$ cat config.mk
export PLATFORM = sky130hd
export DESIGN_NAME = lab_top
export DESIGN_NICKNAME = d
export VERILOG_FILES = /design/src/lab_ops_pkg.sv /design/src/lab_bus_pkg.sv /design/src/lab_top.sv /design/src/alu_4bit.sv /design/src/seg_display.sv /design/src/tick_counter.sv /design/src/lab_regs.sv
export SDC_FILE = /design/constraint.sdc
export NUM_CORES = 1
export LEC_CHECK = 0
export BUFFER_PORTS_ARGS = -buffer_cell sky130_fd_sc_hd__buf_4
export CORE_MARGIN = 2
export CORE_UTILIZATION = 40
export DETAILED_ROUTE_END_ITERATION = 12
export HOLD_SLACK_MARGIN = 0.15
export SYNTH_ARGS = -nofsm -noshare
export SYNTH_HDL_FRONTEND = slang
export SYNTH_HIERARCHICAL = 1
export SYNTH_SLANG_ARGS = --single-unit
$ cat constraint.sdc
create_clock -name clk -period 3.2 [get_ports clk]
set_input_delay 0 -clock clk [delete_from_list [all_inputs] [get_ports clk]]
set_output_delay 0 -clock clk [all_outputs]
set_load 0.01 [all_outputs]
$ cat src/lab_ops_pkg.sv
package lab_ops_pkg;

	// ********************************************************************
	// datapath widths and limits
	// ********************************************************************

	localparam int nib_w = 4;
	localparam int count_w = 7;
	localparam int seg_w = 7;

	// decimal counter wraps after this value.
	localparam int count_max = 99;

	// ********************************************************************
	// alu opcodes
	// ********************************************************************

	typedef enum logic [2:0] {
		op_add = 3'd0,
		op_sub = 3'd1,
		op_not = 3'd2,
		op_and = 3'd3,
		op_or  = 3'd4,
		op_xor = 3'd5,
		// signed compare.
		op_lt  = 3'd6,
		op_eq  = 3'd7
	} alu_op_e;

endpackage

$ cat src/lab_bus_pkg.sv
package lab_bus_pkg;

	// APB widths.
	localparam int addr_w = 8;
	localparam int data_w = 32;

	// ********************************************************************
	// register map
	// ********************************************************************

	localparam logic [addr_w-1:0] reg_ctrl       = 8'h00;
	localparam logic [addr_w-1:0] reg_prescale   = 8'h04;
	localparam logic [addr_w-1:0] reg_alu_oper   = 8'h08;
	// read-only status registers.
	localparam logic [addr_w-1:0] reg_alu_result = 8'h0c;
	localparam logic [addr_w-1:0] reg_count      = 8'h10;

	localparam int prescale_w = 16;

	// clear is write-only and self-clearing.
	localparam int ctrl_run_bit   = 0;
	localparam int ctrl_clear_bit = 1;

	// alu operand fields.
	localparam int oper_a_lsb  = 0;
	localparam int oper_b_lsb  = 4;
	localparam int oper_op_lsb = 8;

	// alu result fields.
	localparam int res_val_lsb   = 0;
	localparam int res_zero_bit  = 4;
	localparam int res_ovf_bit   = 5;
	localparam int res_carry_bit = 6;

endpackage
$ cat src/lab_top.sv
`timescale 1ns/1ps

module lab_top (
	input  logic clk,
	input  logic rst_n,
	input  logic psel,
	input  logic penable,
	input  logic pwrite,
	input  logic [lab_bus_pkg::addr_w-1:0] paddr,
	input  logic [lab_bus_pkg::data_w-1:0] pwdata,
	output logic [lab_bus_pkg::data_w-1:0] prdata,
	output logic pready,
	output logic pslverr,
	output logic [lab_ops_pkg::count_w-1:0] count,
	output logic [lab_ops_pkg::seg_w-1:0] seg_tens,
	output logic [lab_ops_pkg::seg_w-1:0] seg_ones,
	output logic [lab_ops_pkg::nib_w-1:0] alu_res,
	output logic alu_zero,
	output logic alu_overflow,
	output logic alu_carry
);
	import lab_bus_pkg::*;
	import lab_ops_pkg::*;

	logic run;
	logic clear_pulse;
	logic [prescale_w-1:0] prescale;
	logic [nib_w-1:0] alu_a;
	logic [nib_w-1:0] alu_b;
	alu_op_e alu_op;

	// ********************************************************************
	// register block and datapath
	// ********************************************************************

	lab_regs i_regs (
		.clk(clk),
		.rst_n(rst_n),
		.psel(psel),
		.penable(penable),
		.pwrite(pwrite),
		.paddr(paddr),
		.pwdata(pwdata),
		.count(count),
		.alu_res(alu_res),
		.alu_zero(alu_zero),
		.alu_overflow(alu_overflow),
		.alu_carry(alu_carry),
		.prdata(prdata),
		.pready(pready),
		.pslverr(pslverr),
		.run(run),
		.clear_pulse(clear_pulse),
		.prescale(prescale),
		.alu_a(alu_a),
		.alu_b(alu_b),
		.alu_op(alu_op)
	);

	tick_counter i_counter (
		.clk(clk),
		.rst_n(rst_n),
		.run(run),
		.clear_pulse(clear_pulse),
		.prescale(prescale),
		.count(count)
	);

	// display lags the count by one cycle.
	seg_display i_display (
		.clk(clk),
		.rst_n(rst_n),
		.count(count),
		.seg_tens(seg_tens),
		.seg_ones(seg_ones)
	);

	alu_4bit i_alu (
		.alu_a(alu_a),
		.alu_b(alu_b),
		.alu_op(alu_op),
		.alu_res(alu_res),
		.alu_zero(alu_zero),
		.alu_overflow(alu_overflow),
		.alu_carry(alu_carry)
	);

endmodule

$ cat src/alu_4bit.sv
`timescale 1ns/1ps

module alu_4bit (
	input  logic [lab_ops_pkg::nib_w-1:0] alu_a,
	input  logic [lab_ops_pkg::nib_w-1:0] alu_b,
	input  lab_ops_pkg::alu_op_e alu_op,
	output logic [lab_ops_pkg::nib_w-1:0] alu_res,
	output logic alu_zero,
	output logic alu_overflow,
	output logic alu_carry
);
	import lab_ops_pkg::*;

	logic is_sub;
	logic [nib_w-1:0] b_eff;
	logic [nib_w:0] sum;

	// a - b is a + ~b + 1 on the same adder.
	assign is_sub = (alu_op == op_sub);
	assign b_eff = is_sub ? ~alu_b : alu_b;
	assign sum = {1'b0, alu_a} + {1'b0, b_eff} + {{nib_w{1'b0}}, is_sub};

	always_comb begin
		alu_res = '0;
		alu_carry = 1'b0;
		alu_overflow = 1'b0;
		case (alu_op)
			op_add, op_sub: begin
				alu_res = sum[nib_w-1:0];
				alu_carry = sum[nib_w];
				// operands of equal sign giving a result of the other sign.
				alu_overflow = (alu_a[nib_w-1] == b_eff[nib_w-1]) &&
					(sum[nib_w-1] != alu_a[nib_w-1]);
			end
			op_not: alu_res = ~alu_a;
			op_and: alu_res = alu_a & alu_b;
			op_or:  alu_res = alu_a | alu_b;
			op_xor: alu_res = alu_a ^ alu_b;
			op_lt: begin
				alu_res = {{(nib_w-1){1'b0}}, ($signed(alu_a) < $signed(alu_b))};
			end
			op_eq: begin
				alu_res = {{(nib_w-1){1'b0}}, (alu_a == alu_b)};
			end
			default: alu_res = '0;
		endcase
	end

	assign alu_zero = (alu_res == '0);

endmodule

$ cat src/seg_display.sv
`timescale 1ns/1ps

module seg_display (
	input  logic clk,
	input  logic rst_n,
	input  logic [lab_ops_pkg::count_w-1:0] count,
	output logic [lab_ops_pkg::seg_w-1:0] seg_tens,
	output logic [lab_ops_pkg::seg_w-1:0] seg_ones
);
	import lab_ops_pkg::*;

	logic [count_w-1:0] tens_wide;
	logic [count_w-1:0] ones_wide;

	// active low segments in g down to a order.
	function automatic logic [seg_w-1:0] seg_pattern(input logic [nib_w-1:0] digit);
		case (digit)
			4'd0: seg_pattern = 7'h40;
			4'd1: seg_pattern = 7'h79;
			4'd2: seg_pattern = 7'h24;
			4'd3: seg_pattern = 7'h30;
			4'd4: seg_pattern = 7'h19;
			4'd5: seg_pattern = 7'h12;
			4'd6: seg_pattern = 7'h02;
			4'd7: seg_pattern = 7'h78;
			4'd8: seg_pattern = 7'h00;
			4'd9: seg_pattern = 7'h10;
			// blank
			default: seg_pattern = 7'h7f;
		endcase
	endfunction

	assign tens_wide = count / count_w'(10);
	assign ones_wide = count % count_w'(10);

	always_ff @(posedge clk or negedge rst_n) begin
		if (!rst_n) begin
			seg_tens <= seg_pattern('0);
			seg_ones <= seg_pattern('0);
		end else begin
			seg_tens <= seg_pattern(tens_wide[nib_w-1:0]);
			seg_ones <= seg_pattern(ones_wide[nib_w-1:0]);
		end
	end

endmodule

$ cat src/tick_counter.sv
`timescale 1ns/1ps

module tick_counter (
	input  logic clk,
	input  logic rst_n,
	input  logic run,
	input  logic clear_pulse,
	input  logic [lab_bus_pkg::prescale_w-1:0] prescale,
	output logic [lab_ops_pkg::count_w-1:0] count
);
	import lab_bus_pkg::*;
	import lab_ops_pkg::*;

	logic [prescale_w-1:0] psc_cnt;
	logic tick;

	// one tick every prescale+1 running cycles.
	assign tick = run && (psc_cnt == prescale);

	always_ff @(posedge clk or negedge rst_n) begin
		if (!rst_n) begin
			psc_cnt <= '0;
		end else if (clear_pulse) begin
			psc_cnt <= '0;
		end else if (tick) begin
			psc_cnt <= '0;
		end else if (run) begin
			psc_cnt <= psc_cnt + 1'b1;
		end
	end

	// ********************************************************************
	// decimal event counter
	// ********************************************************************

	// clear wins over a tick in the same cycle.
	always_ff @(posedge clk or negedge rst_n) begin
		if (!rst_n) begin
			count <= '0;
		end else if (clear_pulse) begin
			count <= '0;
		end else if (tick) begin
			if (count == count_w'(count_max)) begin
				count <= '0;
			end else begin
				count <= count + 1'b1;
			end
		end
	end

	a_count_in_range: assert property (@(posedge clk) disable iff (!rst_n)
		count <= count_w'(count_max));

	// a stopped counter holds its value.
	a_hold_when_stopped: assert property (@(posedge clk) disable iff (!rst_n)
		(!run && !clear_pulse) |=> $stable(count));

endmodule

$ cat src/lab_regs.sv
`timescale 1ns/1ps

module lab_regs (
	input  logic clk,
	input  logic rst_n,
	input  logic psel,
	input  logic penable,
	input  logic pwrite,
	input  logic [lab_bus_pkg::addr_w-1:0] paddr,
	input  logic [lab_bus_pkg::data_w-1:0] pwdata,
	input  logic [lab_ops_pkg::count_w-1:0] count,
	input  logic [lab_ops_pkg::nib_w-1:0] alu_res,
	input  logic alu_zero,
	input  logic alu_overflow,
	input  logic alu_carry,
	output logic [lab_bus_pkg::data_w-1:0] prdata,
	output logic pready,
	output logic pslverr,
	output logic run,
	output logic clear_pulse,
	output logic [lab_bus_pkg::prescale_w-1:0] prescale,
	output logic [lab_ops_pkg::nib_w-1:0] alu_a,
	output logic [lab_ops_pkg::nib_w-1:0] alu_b,
	output lab_ops_pkg::alu_op_e alu_op
);
	import lab_bus_pkg::*;
	import lab_ops_pkg::*;

	logic access;
	logic addr_mapped;
	logic addr_ro;
	logic wr_en;

	// no wait states.
	assign pready = 1'b1;
	assign access = psel & penable;

	always_comb begin
		addr_mapped = 1'b0;
		addr_ro = 1'b0;
		case (paddr)
			reg_ctrl, reg_prescale, reg_alu_oper: addr_mapped = 1'b1;
			reg_alu_result, reg_count: begin
				addr_mapped = 1'b1;
				addr_ro = 1'b1;
			end
			default: addr_mapped = 1'b0;
		endcase
	end

	assign pslverr = access & (~addr_mapped | (pwrite & addr_ro));
	assign wr_en = access & pwrite & addr_mapped & ~addr_ro;

	always_ff @(posedge clk or negedge rst_n) begin
		if (!rst_n) begin
			run <= 1'b0;
			clear_pulse <= 1'b0;
			prescale <= '0;
			alu_a <= '0;
			alu_b <= '0;
			alu_op <= op_add;
		end else begin
			clear_pulse <= 1'b0;
			if (wr_en) begin
				case (paddr)
					reg_ctrl: begin
						run <= pwdata[ctrl_run_bit];
						clear_pulse <= pwdata[ctrl_clear_bit];
					end
					reg_prescale: prescale <= pwdata[prescale_w-1:0];
					reg_alu_oper: begin
						alu_a <= pwdata[oper_a_lsb +: nib_w];
						alu_b <= pwdata[oper_b_lsb +: nib_w];
						alu_op <= alu_op_e'(pwdata[oper_op_lsb +: $bits(alu_op_e)]);
					end
					default: run <= run;
				endcase
			end
		end
	end

	// ********************************************************************
	// read mux
	// ********************************************************************

	always_comb begin
		prdata = '0;
		if (access && !pwrite) begin
			case (paddr)
				reg_ctrl: prdata[ctrl_run_bit] = run;
				reg_prescale: prdata[prescale_w-1:0] = prescale;
				reg_alu_oper: begin
					prdata[oper_a_lsb +: nib_w] = alu_a;
					prdata[oper_b_lsb +: nib_w] = alu_b;
					prdata[oper_op_lsb +: $bits(alu_op_e)] = alu_op;
				end
				reg_alu_result: begin
					prdata[res_val_lsb +: nib_w] = alu_res;
					prdata[res_zero_bit] = alu_zero;
					prdata[res_ovf_bit] = alu_overflow;
					prdata[res_carry_bit] = alu_carry;
				end
				reg_count: prdata[count_w-1:0] = count;
				default: prdata = '0;
			endcase
		end
	end

	// the clear request lasts exactly one cycle.
	a_clear_one_cycle: assert property (@(posedge clk) disable iff (!rst_n)
		clear_pulse |=> !clear_pulse);

	a_slverr_in_access: assert property (@(posedge clk) disable iff (!rst_n)
		pslverr |-> (psel && penable && pready));

endmodule

==> flow_summary.json, run 1 <==
{
  "maxCapViolCount": 0,
  "vias_per_cell": 5.39,
  "htreeDepth": 3,
  "drive_gt1_share_pct": 28.0,
  "area_growth_pct": 24.3,
  "routedWlPerCell_um": 16.1,
  "cts_tree": "built",
  "final_max_slew_viol_count": 0,
  "start_util_pct": 41.4,
  "rrSetupSlack_ps": 300,
  "finClkSkew_ps": 5.32,
  "die_h_um": 116,
  "numPortBuffers": 73,
  "final_common_cell": "buf_4",
  "nNetsFinal": 702,
  "syn_avg_cell_area_um2": 9.56,
  "ys_seq_elements": 66,
  "hold_viol_final": 0,
  "hold_path.class": "in2reg",
  "violations": "negative setup slack",
  "insertion_delay_ps": 330,
  "cts.sinks": 66,
  "grt_max_degree": 67,
  "syn_inst": 526,
  "synth_edf_count": 0,
  "multiInputGateArea_um2": 3090,
  "power_density_nw_per_um2": 348,
  "pre_cts_ws_ps": 297,
  "clock-root-buffer": "clkbuf_16",
  "required_ps": 3200,
  "grt_pass1_vias": 4263,
  "endpoint_kind": "primary output",
  "grt_pass1_wl_mm": 21.0,
  "n_antenna_cell": 0,
  "vdd_drop_max_uv": 235,
  "vias": 4316,
  "yosysWarnings": 6,
  "slew_headroom_pct": 43.5,
  "core_area_um2": 12200,
  "synth_cell_types": 80,
  "numCtsBuffers": 9,
  "most-common-layout-cells": "buf_4 (96), dfrtp_1 (63), nor2_1 (49)",
  "rsz0062_at_grt": "yes",
  "power.leakage_uw": 0.00303,
  "reg2regPathDepth": 13,
  "critical_path.max_fanout": 5,
  "fin_util_pct": 51.4,
  "drc": 0,
  "grt_overflow": 0,
  "synth_top_area_cell": "dfrtp_1",
  "synth-main-ff-cell": "dfrtp_1",
  "setup_viol": 1,
  "nFillCells": 1140,
  "period_minus_slack_ps": 3240,
  "hold_start": "paddr[7]",
  "reg2reg_from": "i_counter/count[5]",
  "fmax_ghz": 0.309,
  "setup_ws_ps": -36.0,
  "synthTopCellsByArea": "dfrtp_1 (32%), mux2_2 (7.8%), ha_1 (7.0%)",
  "outcome": "complete, but fails checks",
  "antenna_found_initial": 0,
  "drt_iter0_markers": 247,
  "ant_nets": 0,
  "clock_path_buffers": 2,
  "ys_seq_area_share_pct": 32.9,
  "wirelength_mm": 12.9,
  "grt_usage_pct": 19.7,
  "critical_path.startpoint_type": "flop",
  "clkTransAtPathRegs_ps": 60,
  "regArea_um2": 1660,
  "finalCritPeriodShare_pct": 101,
  "die_area_um2": 13500,
  "netlist_area_um2": 5030,
  "min_to": "i_regs/clear_pulse",
  "crit_arrival_ps": 3240,
  "place_hpwl_mm": 9.31,
  "rows": 40,
  "synth_top_area_share_pct": 31.8,
  "async_flop_share_pct": 100,
  "die_x_um": 116,
  "ios": 107,
  "worstMarginPinSlew_ps": 847,
  "holdPathStages": 4,
  "r2r_end": "i_display/seg_ones[3]",
  "first_pass_iters": 4,
  "gp_congestion": 0.906,
  "criticalPathCategory": "reg2out"
}
## power by group
part | internal, µW | total (µW) | switching [µW] | leakage (µW)
logic | 166 | 354 | 188 | 0.00198
clock network | 544 | 918 | 374 | 0.000134
registers | 867 | 903 | 35.7 | 0.000908
## synthesized netlist by cell type (5+ instances only)
library cell   n
xor2_1        20
nor2_1        49
nor3_1        10
mux2_2        35
ha_1          28
dfrtp_1       64
a22oi_1       13
a21o_1         5
mux2i_1        8
o21ai_0       10
buf_6          7
nand4_1        5
a21oi_1       33
buf_2          7
o31ai_1        5
inv_1         21
nand2_1       17
or4_1          5
and3_1        11
nand3_1       17
nor2b_1       11
nor4_1         7
a22o_1         7
buf_4         18
clkbuf_1       7
xnor2_1       17
nand2b_1       7
## worst max-delay path: stages (launching register included)
cell,delay (ps)
dfrtp_2,450
nor3b_4,280
buf_4,170
xnor2_2,110
ha_1,280
o21a_1,120
o22ai_2,180
xnor2_1,100
o32a_1,350
nor4_2,290
mux2_4,200
a22oi_1,60
nor2_1,160
buf_4,150
## metrics by stage
stage	setup TNS (ps)	cells	hold slack (ps)	power [µW]	cell area (µm²)
4_1_cts	0	799	151	2200	6220
2_1_floorplan	0	541	-296	1110	5090
5_1_grt	-233	801	187	2280	6250
3_3_place_gp	0	761	144	1240	5710
6_report	-36.0	801	173	2180	6250
3_5_place_dp	0	761	161	1250	5710
## per-layer routing
metal	routed length, µm	track usage, %	up-vias
met4	199	6.90	0
met2	6370	33.5	115
met1	5840	25.2	2105
met5	0	0	-
li1	-	-	2080
met3	486	3.63	16
## cell families (layout without fill, tap and decap cells)
kind of cell               after synthesis  after routing  share of synthesized area, %
and+or+nand+nor                        169            169                          19.2
AOI/OAI and AO/OA                      114            114                          16.4
DFF                                     66             66                          32.9
buffers and inverters                   64            156                          7.34
muxes                                   44             44                          9.73
xor gates and xnor gates                38             38                          6.99
adders and majority gates               29             29                          7.36
other                                    2             17                         0.149
## sequential cells by signal, indices dropped and copies added (netlist names)
signal,cells
i_display/seg_ones,7
i_display/seg_tens,7
i_regs/alu_op,3
i_regs/clear_pulse,1
i_counter/psc_cnt,16
i_regs/prescale,16
i_counter/count,7
i_regs/alu_a,4
i_regs/alu_b,4
i_regs/run,1
## cell type report
type	instances	area share, %
Timing Repair Buffer	117	14.9
Clock buffer	10	3.82
Inverter	23	1.38
Tap cell	168	3.36
Clock inverter	6	0.681
Sequential cell	66	26.5
Multi-Input combinational cell	411	49.4
## how the worst max path moves through the flow
| stage | start | end | slack (ps) | depth (start not counted) |
|---|---|---|---|---|
| 2_1_floorplan | i_regs/alu_op[0] | prdata[4] | 160 | 14 |
| 3_3_place_gp | i_counter/count[5] | i_display/seg_ones[5] | 330 | 13 |
| 3_5_place_dp | i_regs/alu_op[2] | prdata[4] | 300 | 13 |
| 4_1_cts | i_regs/alu_op[2] | prdata[4] | 30 | 13 |
| 5_1_grt | i_regs/alu_op[2] | prdata[4] | -150 | 13 |
| 6_report | i_regs/alu_op[2] | prdata[4] | -40 | 13 |
## repair_timing
action | in CTS | in global routing
buffers inserted | 1 | 2
hold buffers | 21 | 0
endpoints found under the hold margin | 93 | 0
gates resized for setup | 2 | 3
setup endpoints to repair | 2 | 3
pin swaps | 1 | 1
(Power assumes the default switching activity.)
==> run 2: changes to the inputs <==
--- a/config.mk
+++ b/config.mk
@@ -10,6 +10,7 @@
 export CORE_UTILIZATION = 40
 export DETAILED_ROUTE_END_ITERATION = 12
 export HOLD_SLACK_MARGIN = 0.15
+export SLEW_MARGIN = 20
 export SYNTH_ARGS = -nofsm -noshare
 export SYNTH_HDL_FRONTEND = slang
 export SYNTH_HIERARCHICAL = 1
==> constraint.sdc (replaced) <==
create_clock -name clk -period 3 [get_ports clk]
set_input_delay 0 -clock clk [delete_from_list [all_inputs] [get_ports clk]]
set_output_delay 0 -clock clk [all_outputs]
set_load 0.01 [all_outputs]
==> flow_summary.json, run 2 (same netlist as run 1, synthesis figures left out) <==
{
  "numPortBuffers": 73,
  "regArea_um2": 1660,
  "grt_usage_pct": 19.7,
  "drt_iter0_markers": 286,
  "violations": "negative setup slack",
  "finClkSkew_ps": 4.48,
  "insertion_delay_ps": 330,
  "fmax_ghz": 0.333,
  "clock_path_buffers": 2,
  "worstMarginPinSlew_ps": 855,
  "criticalPathCategory": "reg2out",
  "rsz0062_at_grt": "yes",
  "hold_viol_final": 0,
  "hold_path.class": "in2out",
  "rows": 40,
  "outcome": "complete, but fails checks",
  "place_hpwl_mm": 9.13,
  "crit_chain": "buf_4 -> nor4b_2 -> buf_4 -> a21oi_1 -> fa_2 -> nor2_1 -> a21oi_2 -> o22ai_4 -> nor4_4 -> mux2_4 -> a22oi_2 -> nor2_1 -> buf_4",
  "critical_path.max_fanout": 4,
  "final_max_slew_viol_count": 0,
  "final_common_cell": "buf_4",
  "reg2regPathDepth": 13,
  "core_area_um2": 12200,
  "clkTransAtPathRegs_ps": 60,
  "maxCapViolCount": 0,
  "die_area_um2": 13500,
  "htreeDepth": 3,
  "die_h_um": 116,
  "nFillCells": 1122,
  "grt_pass1_vias": 4166,
  "required_ps": 3000,
  "wirelength_mm": 12.7,
  "vias": 4348,
  "period_minus_slack_ps": 3000,
  "final_area_um2": 6350,
  "ios": 107,
  "vias_per_cell": 5.39,
  "routedWlPerCell_um": 15.8,
  "cp_slowest_stage_delay_ps": 540,
  "gp_congestion": 0.927,
  "power_density_nw_per_um2": 366,
  "grt_overflow": 0,
  "cts.sinks": 66,
  "ant_nets": 0,
  "critPathSlowestCell": "fa_2",
  "crit_path_frequent_cell": "buf_4",
  "most-common-layout-cells": "buf_4 (102), dfrtp_1 (60), nor2_1 (49)",
  "slew_headroom_pct": 43.0,
  "start_util_pct": 41.4,
  "numCtsBuffers": 9,
  "vdd_drop_max_uv": 300,
  "die_x_um": 116,
  "multiInputGateArea_um2": 3140,
  "area_growth_pct": 26.3,
  "placed_area_um2": 5720,
  "holdPathStages": 3,
  "setup_ws_ps": -2.38,
  "nNetsFinal": 708,
  "power.leakage_uw": 0.00307,
  "drc": 0,
  "reg.largest.list": "i_counter/psc_cnt: 16 flops, i_regs/prescale: 16 flops",
  "first_pass_iters": 5,
  "finalCritPeriodShare_pct": 100,
  "grt_pass1_wl_mm": 20.9,
  "setup_viol": 1,
  "n_antenna_cell": 0,
  "grt_max_degree": 67,
  "antenna_found_initial": 0,
  "clock-root-buffer": "clkbuf_16",
  "cts_tree": "built",
  "critical_path.startpoint_type": "flop",
  "drive_gt1_share_pct": 30.4,
  "endpoint_kind": "primary output",
  "crit_arrival_ps": 3000,
  "fin_util_pct": 52.3
}
==> run 2: cell types whose count changed in the layout (fill, tap and decap cells not counted), sizes merged <==
cell / delta
buf: +6
clkinv: -2
clkinvlp: +1
inv: +1
==> run 2: final cells by class <==
| cell class | instances | area share, % |
|---|---|---|
| multi-input combinational | 411 | 49.5 |
| sequential | 66 | 26.1 |
| timing repair buffer | 123 | 15.4 |
| clock buffer | 10 | 3.76 |
| tap | 168 | 3.31 |
| inverter | 23 | 1.36 |
| clock inverter | 6 | 0.650 |
==> run 2: critical path, delay by kind of cell, from the launching register on <==
family          cells  cell delay, ps
buf+inv             3             440
compound gates      4             390
simple gates        4             670
flops               1             430
mux                 1             190
fa+ha+maj           1             540
==> run 2: final timing paths <==
path / from / end / slack [ps]
worst max-delay path: i_regs/alu_op[2] / prdata[4] / -2
worst min-delay path: pwrite / prdata[0] / 300
worst max register to register: i_counter/count[5] / i_display/seg_ones[5] / 210
worst min register to register: i_regs/prescale[13] / i_regs/prescale[13] / 560
max in group asynchronous: rst_n / i_regs/alu_op[2] / 2070
min in group asynchronous: rst_n / i_display/seg_tens[5] / 310
==> run 2: power by group <==
group	switching (µW)	total [µW]	internal (µW)
registers	36.5	961	925
clock network	397	977	581
logic	206	389	184
==> run 2: timing repair <==
item                                    in CTS  in global routing
gates resized for setup                     11                  7
endpoints found under the setup margin       4                 12
pin swaps                                    9                  7
endpoints found under the hold margin       93                  0
hold buffers                                21                  0
setup buffers                                9                  1
==> run 2: stage by stage <==
| stage | setup TNS, ps | total power (µW) | std cells | setup WS [ps] | hold WS, ps |
|---|---|---|---|---|---|
| after floorplan | 0 | 1190 | 541 | 37.6 | -296 |
| after global placement | 0 | 1320 | 760 | 155 | 154 |
| after detailed placement | 0 | 1330 | 760 | 104 | 163 |
| after CTS | -32.1 | 2350 | 806 | -22.7 | 292 |
| after global routing | -488 | 2440 | 807 | -175 | 312 |
| final | -2.38 | 2330 | 807 | -2.38 | 296 |
==> run 2: per-layer routing <==
| metal | global-route usage [%] | wire length (µm) | up-vias |
|---|---|---|---|
| li1 | - | - | 2087 |
| met1 | 26.0 | 5750 | 2108 |
| met2 | 33.3 | 6210 | 133 |
| met3 | 3.27 | 525 | 20 |
| met4 | 5.95 | 240 | 0 |
| met5 | 0 | 0 | - |
